--- src/hw/axi_bridge_pkg.sv ---
package axi_bridge_pkg;

  localparam int ADDR_W = 32;
  localparam int DATA_W = 32;
  localparam int STRB_W = DATA_W / 8;
  localparam int ID_W   = 4;

  localparam logic [3:0] AXI_LEN_SINGLE = 4'd0;    // len field is beats minus one
  localparam logic [2:0] AXI_SIZE_WORD  = 3'b010;  // 4 bytes per beat
  localparam logic [1:0] AXI_BURST_INCR = 2'b01;

  localparam logic [ID_W-1:0] ID_DATA = 4'd0;      // data reader
  localparam logic [ID_W-1:0] ID_INST = 4'd1;      // instruction reader

  typedef logic [ADDR_W-1:0] addr_t;
  typedef logic [DATA_W-1:0] data_t;
  typedef logic [STRB_W-1:0] strb_t;  // bit n enables byte lane n

  typedef struct packed {
    addr_t      addr;
    logic [3:0] len;
    logic [2:0] size;
    logic [1:0] burst;
  } axi_ar_t;

  typedef struct packed {
    logic [ID_W-1:0] id;  // source tag added by the arbiter
    addr_t           addr;
    logic [3:0]      len;
    logic [2:0]      size;
    logic [1:0]      burst;
  } axi_ar_bus_t;

  typedef struct packed {
    logic [ID_W-1:0] id;
    data_t           data;
    logic [1:0]      resp;
    logic            last;
  } axi_r_t;

  typedef axi_ar_t axi_aw_t;  // same fields on the write address channel

  typedef struct packed {
    data_t data;
    strb_t strb;
    logic  last;
  } axi_w_t;

  typedef struct packed {
    logic [1:0] resp;
  } axi_b_t;

  typedef enum logic [1:0] {RD_IDLE, RD_ADDR, RD_DATA} rd_state_e;
  typedef enum logic [1:0] {WR_IDLE, WR_SEND, WR_RESP} wr_state_e;

endpackage

--- src/hw/axi_read_adapter.sv ---
`timescale 1ns/1ps

module axi_read_adapter
  import axi_bridge_pkg::*;
(
  input  logic    aclk,
  input  logic    rst_i,
  input  logic    flush_i,
  input  logic    req_i,
  input  addr_t   addr_i,
  output logic    addr_ok_o,
  output logic    data_ok_o,
  output data_t   rdata_o,
  output addr_t   data_addr_o,
  output logic    ar_valid_o,
  output axi_ar_t ar_o,
  input  logic    ar_ready_i,
  input  logic    r_valid_i,
  input  axi_r_t  r_i,
  output logic    r_ready_o
);

  rd_state_e state_q;
  addr_t     addr_q;
  data_t     rdata_q;
  logic      discard_q;  // read was flushed, drop its data
  logic      data_ok_q;
  logic      ar_fire;
  logic      r_fire;

  assign ar_valid_o = (state_q == RD_ADDR);
  assign r_ready_o  = (state_q == RD_DATA);
  assign ar_fire    = ar_valid_o & ar_ready_i;
  assign r_fire     = r_ready_o & r_valid_i;

  assign ar_o.addr  = addr_q;
  assign ar_o.len   = AXI_LEN_SINGLE;
  assign ar_o.size  = AXI_SIZE_WORD;
  assign ar_o.burst = AXI_BURST_INCR;

  assign addr_ok_o   = ar_fire;    // request accepted on the AR handshake
  assign data_ok_o   = data_ok_q;
  assign rdata_o     = rdata_q;
  assign data_addr_o = addr_q;     // still holds the address in the data_ok cycle

  always_ff @(posedge aclk) begin
    if (rst_i) begin
      state_q   <= RD_IDLE;
      discard_q <= 1'b0;
      data_ok_q <= 1'b0;
    end else begin
      data_ok_q <= 1'b0;
      case (state_q)
        RD_IDLE: begin
          if (req_i) begin
            state_q   <= RD_ADDR;
            discard_q <= 1'b0;
          end
        end
        RD_ADDR: begin
          if (flush_i) discard_q <= 1'b1;
          if (ar_fire) state_q <= RD_DATA;
        end
        RD_DATA: begin
          if (flush_i) discard_q <= 1'b1;
          if (r_fire) begin
            data_ok_q <= ~(discard_q | flush_i);  // flushed reads finish silently
            state_q   <= RD_IDLE;
          end
        end
        default: state_q <= RD_IDLE;
      endcase
    end
  end

  always_ff @(posedge aclk) begin
    if (state_q == RD_IDLE && req_i) addr_q <= addr_i;
    if (r_fire) rdata_q <= r_i.data;
  end

endmodule

--- src/hw/axi_write_adapter.sv ---
`timescale 1ns/1ps

module axi_write_adapter
  import axi_bridge_pkg::*;
(
  input  logic    aclk,
  input  logic    rst_i,
  input  logic    req_i,
  input  addr_t   addr_i,
  input  data_t   wdata_i,
  input  strb_t   sel_i,
  output logic    done_o,
  output logic    aw_valid_o,
  output axi_aw_t aw_o,
  input  logic    aw_ready_i,
  output logic    w_valid_o,
  output axi_w_t  w_o,
  input  logic    w_ready_i,
  input  logic    b_valid_i,
  input  axi_b_t  b_i,
  output logic    b_ready_o
);

  wr_state_e state_q;
  addr_t     addr_q;
  data_t     wdata_q;
  strb_t     sel_q;
  logic      aw_done_q;  // AW already handed over
  logic      w_done_q;   // W already handed over
  logic      done_q;
  logic      accept;
  logic      aw_fire;
  logic      w_fire;
  logic      b_fire;

  // req_i is still high while done_o pulses, so it must not start a second write
  assign accept  = (state_q == WR_IDLE) & req_i & ~done_q;

  assign aw_valid_o = (state_q == WR_SEND) & ~aw_done_q;
  assign w_valid_o  = (state_q == WR_SEND) & ~w_done_q;
  assign b_ready_o  = (state_q == WR_RESP);
  assign aw_fire    = aw_valid_o & aw_ready_i;
  assign w_fire     = w_valid_o & w_ready_i;
  assign b_fire     = b_ready_o & b_valid_i;

  assign aw_o.addr  = addr_q;
  assign aw_o.len   = AXI_LEN_SINGLE;
  assign aw_o.size  = AXI_SIZE_WORD;
  assign aw_o.burst = AXI_BURST_INCR;
  assign w_o.data   = wdata_q;
  assign w_o.strb   = sel_q;
  assign w_o.last   = 1'b1;  // single beat

  assign done_o = done_q;

  always_ff @(posedge aclk) begin
    if (rst_i) begin
      state_q   <= WR_IDLE;
      aw_done_q <= 1'b0;
      w_done_q  <= 1'b0;
      done_q    <= 1'b0;
    end else begin
      done_q <= 1'b0;
      case (state_q)
        WR_IDLE: begin
          if (accept) begin
            state_q   <= WR_SEND;
            aw_done_q <= 1'b0;
            w_done_q  <= 1'b0;
          end
        end
        WR_SEND: begin
          if (aw_fire) aw_done_q <= 1'b1;
          if (w_fire) w_done_q <= 1'b1;
          if ((aw_done_q | aw_fire) && (w_done_q | w_fire)) state_q <= WR_RESP;
        end
        WR_RESP: begin
          if (b_fire) begin
            done_q  <= 1'b1;  // response code is not reported to the core
            state_q <= WR_IDLE;
          end
        end
        default: state_q <= WR_IDLE;
      endcase
    end
  end

  always_ff @(posedge aclk) begin
    if (accept) begin
      addr_q  <= addr_i;
      wdata_q <= wdata_i;
      sel_q   <= sel_i;
    end
  end

endmodule

--- src/hw/axi_read_arbiter.sv ---
`timescale 1ns/1ps

module axi_read_arbiter
  import axi_bridge_pkg::*;
(
  input  logic        aclk,
  input  logic        rst_i,
  input  logic        data_ar_valid_i,
  input  axi_ar_t     data_ar_i,
  output logic        data_ar_ready_o,
  input  logic        inst_ar_valid_i,
  input  axi_ar_t     inst_ar_i,
  output logic        inst_ar_ready_o,
  output logic        data_r_valid_o,
  input  logic        data_r_ready_i,
  output logic        inst_r_valid_o,
  input  logic        inst_r_ready_i,
  output logic        ar_valid_o,
  output axi_ar_bus_t ar_o,
  input  logic        ar_ready_i,
  input  logic        r_valid_i,
  input  axi_r_t      r_i,
  output logic        r_ready_o
);

  logic    grant_inst_q;  // last cycle's winner
  logic    lock_q;        // AR was stalled last cycle, keep the winner
  logic    sel_inst;
  logic    rid_inst;
  axi_ar_t ar_sel;

  // data reader has fixed priority unless a stalled grant must be kept
  assign sel_inst = lock_q ? grant_inst_q : ~data_ar_valid_i;
  assign ar_sel   = sel_inst ? inst_ar_i : data_ar_i;

  assign ar_valid_o = sel_inst ? inst_ar_valid_i : data_ar_valid_i;
  assign ar_o.id    = sel_inst ? ID_INST : ID_DATA;
  assign ar_o.addr  = ar_sel.addr;
  assign ar_o.len   = ar_sel.len;
  assign ar_o.size  = ar_sel.size;
  assign ar_o.burst = ar_sel.burst;

  assign data_ar_ready_o = ~sel_inst & ar_ready_i;
  assign inst_ar_ready_o = sel_inst & ar_ready_i;

  // R beats go back to whichever reader owns the ID
  assign rid_inst       = (r_i.id == ID_INST);
  assign data_r_valid_o = r_valid_i & (r_i.id == ID_DATA);
  assign inst_r_valid_o = r_valid_i & rid_inst;
  assign r_ready_o      = rid_inst ? inst_r_ready_i : data_r_ready_i;

  always_ff @(posedge aclk) begin
    if (rst_i) begin
      grant_inst_q <= 1'b0;
      lock_q       <= 1'b0;
    end else begin
      grant_inst_q <= sel_inst;
      lock_q       <= ar_valid_o & ~ar_ready_i;
    end
  end

endmodule

--- src/hw/cpu_axi_bridge.sv ---
`timescale 1ns/1ps

module cpu_axi_bridge
  import axi_bridge_pkg::*;
(
  input  logic        aclk,
  input  logic        rst_i,
  input  logic        flush_i,
  input  logic        inst_req_i,
  input  addr_t       inst_addr_i,
  output logic        inst_addr_ok_o,
  output logic        inst_data_ok_o,
  output data_t       inst_rdata_o,
  output addr_t       inst_data_addr_o,
  input  logic        data_req_i,
  input  logic        data_wr_i,
  input  strb_t       data_sel_i,
  input  addr_t       data_addr_i,
  input  data_t       data_wdata_i,
  output logic        data_addr_ok_o,
  output logic        data_data_ok_o,
  output data_t       data_rdata_o,
  output logic        ar_valid_o,
  output axi_ar_bus_t ar_o,
  input  logic        ar_ready_i,
  input  logic        r_valid_i,
  input  axi_r_t      r_i,
  output logic        r_ready_o,
  output logic        aw_valid_o,
  output axi_aw_t     aw_o,
  input  logic        aw_ready_i,
  output logic        w_valid_o,
  output axi_w_t      w_o,
  input  logic        w_ready_i,
  input  logic        b_valid_i,
  input  axi_b_t      b_i,
  output logic        b_ready_o
);

  logic    inst_ar_valid, inst_ar_ready, inst_r_valid, inst_r_ready;
  logic    data_ar_valid, data_ar_ready, data_r_valid, data_r_ready;
  axi_ar_t inst_ar;
  axi_ar_t data_ar;
  logic    rd_addr_ok, rd_data_ok, wr_done;

  axi_read_adapter u_inst_rd (
    .aclk, .rst_i, .flush_i,
    .req_i(inst_req_i), .addr_i(inst_addr_i),
    .addr_ok_o(inst_addr_ok_o), .data_ok_o(inst_data_ok_o),
    .rdata_o(inst_rdata_o), .data_addr_o(inst_data_addr_o),
    .ar_valid_o(inst_ar_valid), .ar_o(inst_ar), .ar_ready_i(inst_ar_ready),
    .r_valid_i(inst_r_valid), .r_i, .r_ready_o(inst_r_ready)
  );

  axi_read_adapter u_data_rd (
    .aclk, .rst_i, .flush_i,
    .req_i(data_req_i & ~data_wr_i), .addr_i(data_addr_i),
    .addr_ok_o(rd_addr_ok), .data_ok_o(rd_data_ok),
    .rdata_o(data_rdata_o), .data_addr_o(),  // core tracks its own load address
    .ar_valid_o(data_ar_valid), .ar_o(data_ar), .ar_ready_i(data_ar_ready),
    .r_valid_i(data_r_valid), .r_i, .r_ready_o(data_r_ready)
  );

  axi_write_adapter u_wr (
    .aclk, .rst_i,
    .req_i(data_req_i & data_wr_i), .addr_i(data_addr_i),
    .wdata_i(data_wdata_i), .sel_i(data_sel_i), .done_o(wr_done),
    .aw_valid_o, .aw_o, .aw_ready_i, .w_valid_o, .w_o, .w_ready_i,
    .b_valid_i, .b_i, .b_ready_o
  );

  axi_read_arbiter u_rd_arb (
    .aclk, .rst_i,
    .data_ar_valid_i(data_ar_valid), .data_ar_i(data_ar), .data_ar_ready_o(data_ar_ready),
    .inst_ar_valid_i(inst_ar_valid), .inst_ar_i(inst_ar), .inst_ar_ready_o(inst_ar_ready),
    .data_r_valid_o(data_r_valid), .data_r_ready_i(data_r_ready),
    .inst_r_valid_o(inst_r_valid), .inst_r_ready_i(inst_r_ready),
    .ar_valid_o, .ar_o, .ar_ready_i, .r_valid_i, .r_i, .r_ready_o
  );

  // a write reports address and data ok together when its response is in
  assign data_addr_ok_o = rd_addr_ok | wr_done;
  assign data_data_ok_o = rd_data_ok | wr_done;

endmodule

--- config.mk ---
export PLATFORM = sky130hd
export DESIGN_NAME = cpu_axi_bridge
export DESIGN_NICKNAME = d
export VERILOG_FILES = /design/src/hw/axi_bridge_pkg.sv /design/src/hw/axi_read_adapter.sv /design/src/hw/axi_write_adapter.sv /design/src/hw/axi_read_arbiter.sv /design/src/hw/cpu_axi_bridge.sv
export SDC_FILE = /design/constraint.sdc
export NUM_CORES = 1
export LEC_CHECK = 0
export BUFFER_PORTS_ARGS = -buffer_cell sky130_fd_sc_hd__buf_2
export CAP_MARGIN = 20
export CORE_MARGIN = 5
export CORE_UTILIZATION = 37
export CTS_CLUSTER_DIAMETER = 40
export CTS_CLUSTER_SIZE = 28
export DETAILED_ROUTE_END_ITERATION = 10
export PLACE_DENSITY_LB_ADDON = 0.12
export SKIP_LAST_GASP = 1
export SYNTH_ARGS = -nofsm -noshare
export SYNTH_HDL_FRONTEND = slang
export SYNTH_SLANG_ARGS = --single-unit
export TNS_END_PERCENT = 20
--- constraint.sdc ---
create_clock -name aclk -period 5.31 [get_ports aclk]
set_input_delay 0.2655 -clock aclk [delete_from_list [all_inputs] [get_ports aclk]]
set_output_delay 0.2655 -clock aclk [all_outputs]
set_load 0.1 [all_outputs]
==> qor.yml <==
status:
  outcome: "completed"
die:
  die_height_um: 150.6
  start_util: 0.3760
  ios: 380
  rows: 51
  coreArea_um2: 19460
  die-area_um2: 22690
  fp.dieW_um: 150.6
power:
  vdd_ir_drop_max_v: 0.0004609
  power_density_nw_per_um2: 544.3
  leakagePower_nw: 5.074
critical_path:
  critical_path.max_fanout: 37
  start_kind: "flip-flop"
  worstSetupPathType: "reg2out"
  endpoint_kind: "output port"
  arrival_ps: 3030
  cp.required_ps: 5040
yosys:
  ys_warn_count: 0
  synth.avg_cell_area_um2: 17.30
  synth_top_area_frac: 0.8042
  synthDistinctLibCells: 37
  synth_ff_type: "edfxtp_1"
  synth-seq-cells: 211
  synthTopCellsByArea: "edfxtp_1 (80%), nand2_1 (5.4%), dfxtp_1 (4.1%)"
  yosysTopAreaCell: "edfxtp_1"
  synth-seq-area-share: 0.8453
  syn_inst: 423
  synth_edf_count: 196
  async_reset_ff_frac: 0
  mappedNetlistArea_um2: 7318
routing:
  drc_errors: 0
  antenna_left: 0
  drt-initial-drc-count: 185
  wire_per_inst_um: 17.64
  avgViaCountPerCell: 4.391
  drt_pass1_iterations: 4
  via_count: 5396
  drt-total-wl_mm: 21.68
cells_and_area:
  drive_above_1_share: 0.4424
  final_nets: 1101
  area_delta_synth_final_pct: 60.97
  fin_cells: 1229
global_route:
  grtUsageTotal: 0.1794
  grt_pass1_wl_mm: 31.42
  antenna_found_initial: 1
  grt_overflow: 0
  grt_max_degree: 68
  grt_pass1_vias: 5922
sta:
  timing.final.setup_violations: 0
  grt_setup_unrepaired: "no"
  fin_skew_ps: 7.746
  slew_violations: 0
  fin_crit_ps: 3295
  max_freq_ghz: 0.3035
  finalCritPeriodShare: 0.6205
  max_slew.worst_pin.slew_ps: 956.2
  final-hold-violation-count: 0
  setup_slack_ps: 2015
  fin_tns_setup_ps: 0
  relSlewSlack: 0.3625
clock_network:
  cts.clk_slew.worst_paths_ps: 50
  postCtsSetupBuffers: 0
  clk_latency_ps: 520
  cts_sinks: 211
  cts_buffer_depth: 3
  htreeDepth: 1
  cts_buffers: 30
  cts-root-buf: "clkbuf_16"
  cts_tree: "done"
placement:
  gp_congestion: 0.8178
  dpl_worst_slack_ps: 2452
  port_buffers: 352
  dp.cells: 1034
  dpl.hpwl_mm: 14.65
min_path:
  hp-class: "in2reg"
job:
  drv_cap: 0
==> worst paths after layout <==
kind	start	endpoint	slack, ps	cells past startpoint
worst max register to register	u_wr.state_q[1]$_SDFFE_PP0P_	u_wr.addr_q[17]$_DFFE_PP_	3120	3
worst min-delay path	rst_i	u_wr.w_done_q$_SDFFE_PP0P_	60	2
worst min register to register	u_inst_rd.discard_q$_SDFFE_PP0P_	u_inst_rd.data_ok_o$_SDFF_PP0_	430	1
worst max-delay path	u_data_rd.state_q[1]$_SDFFE_PP0P_	inst_addr_ok_o	2010	8
==> cells in the final DEF (no fill, tap or decap), types with 3 or more instances in the layout <==
cell             n
inv_6            9
nor2b_1          4
a21oi_1          5
edfxtp_1       196
nand2_1        106
a22oi_1          3
clkinvlp_4       5
ha_1            10
nor2_1           7
bufinv_16        3
dlygate4sd3_1  137
clkinv_4         4
buf_2          352
conb_1          22
dfxtp_1         15
buf_4            5
inv_1            8
clkbuf_16       31
nor3_1           3
==> critical path: stages, from the launching register on <==
cell and delay (ps):
dfxtp_1 320, inv_1 110, ha_1 260, o21a_2 160, buf_4 400, clkinv_1 370, buf_4 350, and3_1 220
buf_2 290
==> power by group <==
group / internal [mW] / switching (mW)
combinational: 0.377 / 2.00
clock: 1.24 / 0.766
sequential: 1.98 / 0.0499
==> logic make-up after synthesis <==
group,synth area share
AOI/OAI and AO/OA,0.01898
adders and majority gates,0.01710
buffers and inverters,0.03300
DFF,0.8453
muxes,0.005813
other,0.001026
and+or+nand+nor,0.07882
==> Yosys cell counts, types with 2 or more instances <==
| cell | n |
|---|---|
| nand2_1 | 106 |
| a22oi_1 | 3 |
| ha_1 | 10 |
| edfxtp_1 | 196 |
| and2_1 | 2 |
| nor2_1 | 9 |
| conb_1 | 2 |
| buf_4 | 23 |
| clkbuf_1 | 6 |
| o211a_1 | 2 |
| nor4b_1 | 2 |
| nor3_1 | 3 |
| and3_1 | 2 |
| inv_1 | 9 |
| nor3b_1 | 2 |
| nand2b_1 | 2 |
| nor2b_1 | 4 |
| mux2i_1 | 2 |
| mux2_2 | 2 |
| a21oi_1 | 5 |
| dfxtp_1 | 15 |
==> flip-flops by register name (all words and copies together), names as in the netlist <==
name,cells
u_inst_rd.data_ok_o,1
u_inst_rd.rdata_o,32
u_data_rd.data_ok_o,1
u_data_rd.rdata_o,32
u_inst_rd.data_addr_o,32
u_wr.done_o,1
u_rd_arb.lock_q,1
u_inst_rd.discard_q,1
u_wr.state_q,2
u_wr.wdata_q,32
u_data_rd.data_addr_o,32
u_data_rd.discard_q,1
u_wr.aw_done_q,1
u_data_rd.state_q,2
u_wr.w_done_q,1
u_rd_arb.grant_inst_q,1
u_wr.addr_q,32
u_wr.sel_q,4
u_inst_rd.state_q,2
==> final cells by class <==
| type | instances | area (µm²) |
|---|---|---|
| fillers | 1508 | 7682 |
| flip-flops and latches | 211 | 6186 |
| repair buffers | 495 | 3191 |
| multi-input cells | 191 | 983.4 |
| clock buffers | 31 | 775.7 |
| well taps | 265 | 331.6 |
| clock inverters | 25 | 272.8 |
| inverters | 10 | 37.54 |
| diodes | 1 | 2.502 |
==> routing by layer <==
metal  global-route usage  wire length [µm]
met1               0.1908              7697
met2               0.3299             11170
met3              0.05840              2175
met4              0.06754               635
met5                    0                 0
==> per-stage QoR <==
stage / area [µm²] / power (mW) / hold slack, ps / util
after global routing: 11780 / 6.665 / 43.81 / 0.6053
after detailed placement: 9338 / 4.375 / 426.5 / 0.4798
after floorplan: 7393 / 3.955 / 341.6 / -
after global placement: 9338 / 4.357 / 418.4 / 0.4798
final: 11780 / 6.412 / 59.07 / 0.6053
after CTS: 11760 / 6.476 / 34.84 / 0.6041
==> repair_timing <==
item | CTS | global route
resized for setup | 0 | 0
hold buffers | 137 | 0
endpoints found under the hold margin | 202 | 0
Power figures use the tool's default switching activity.
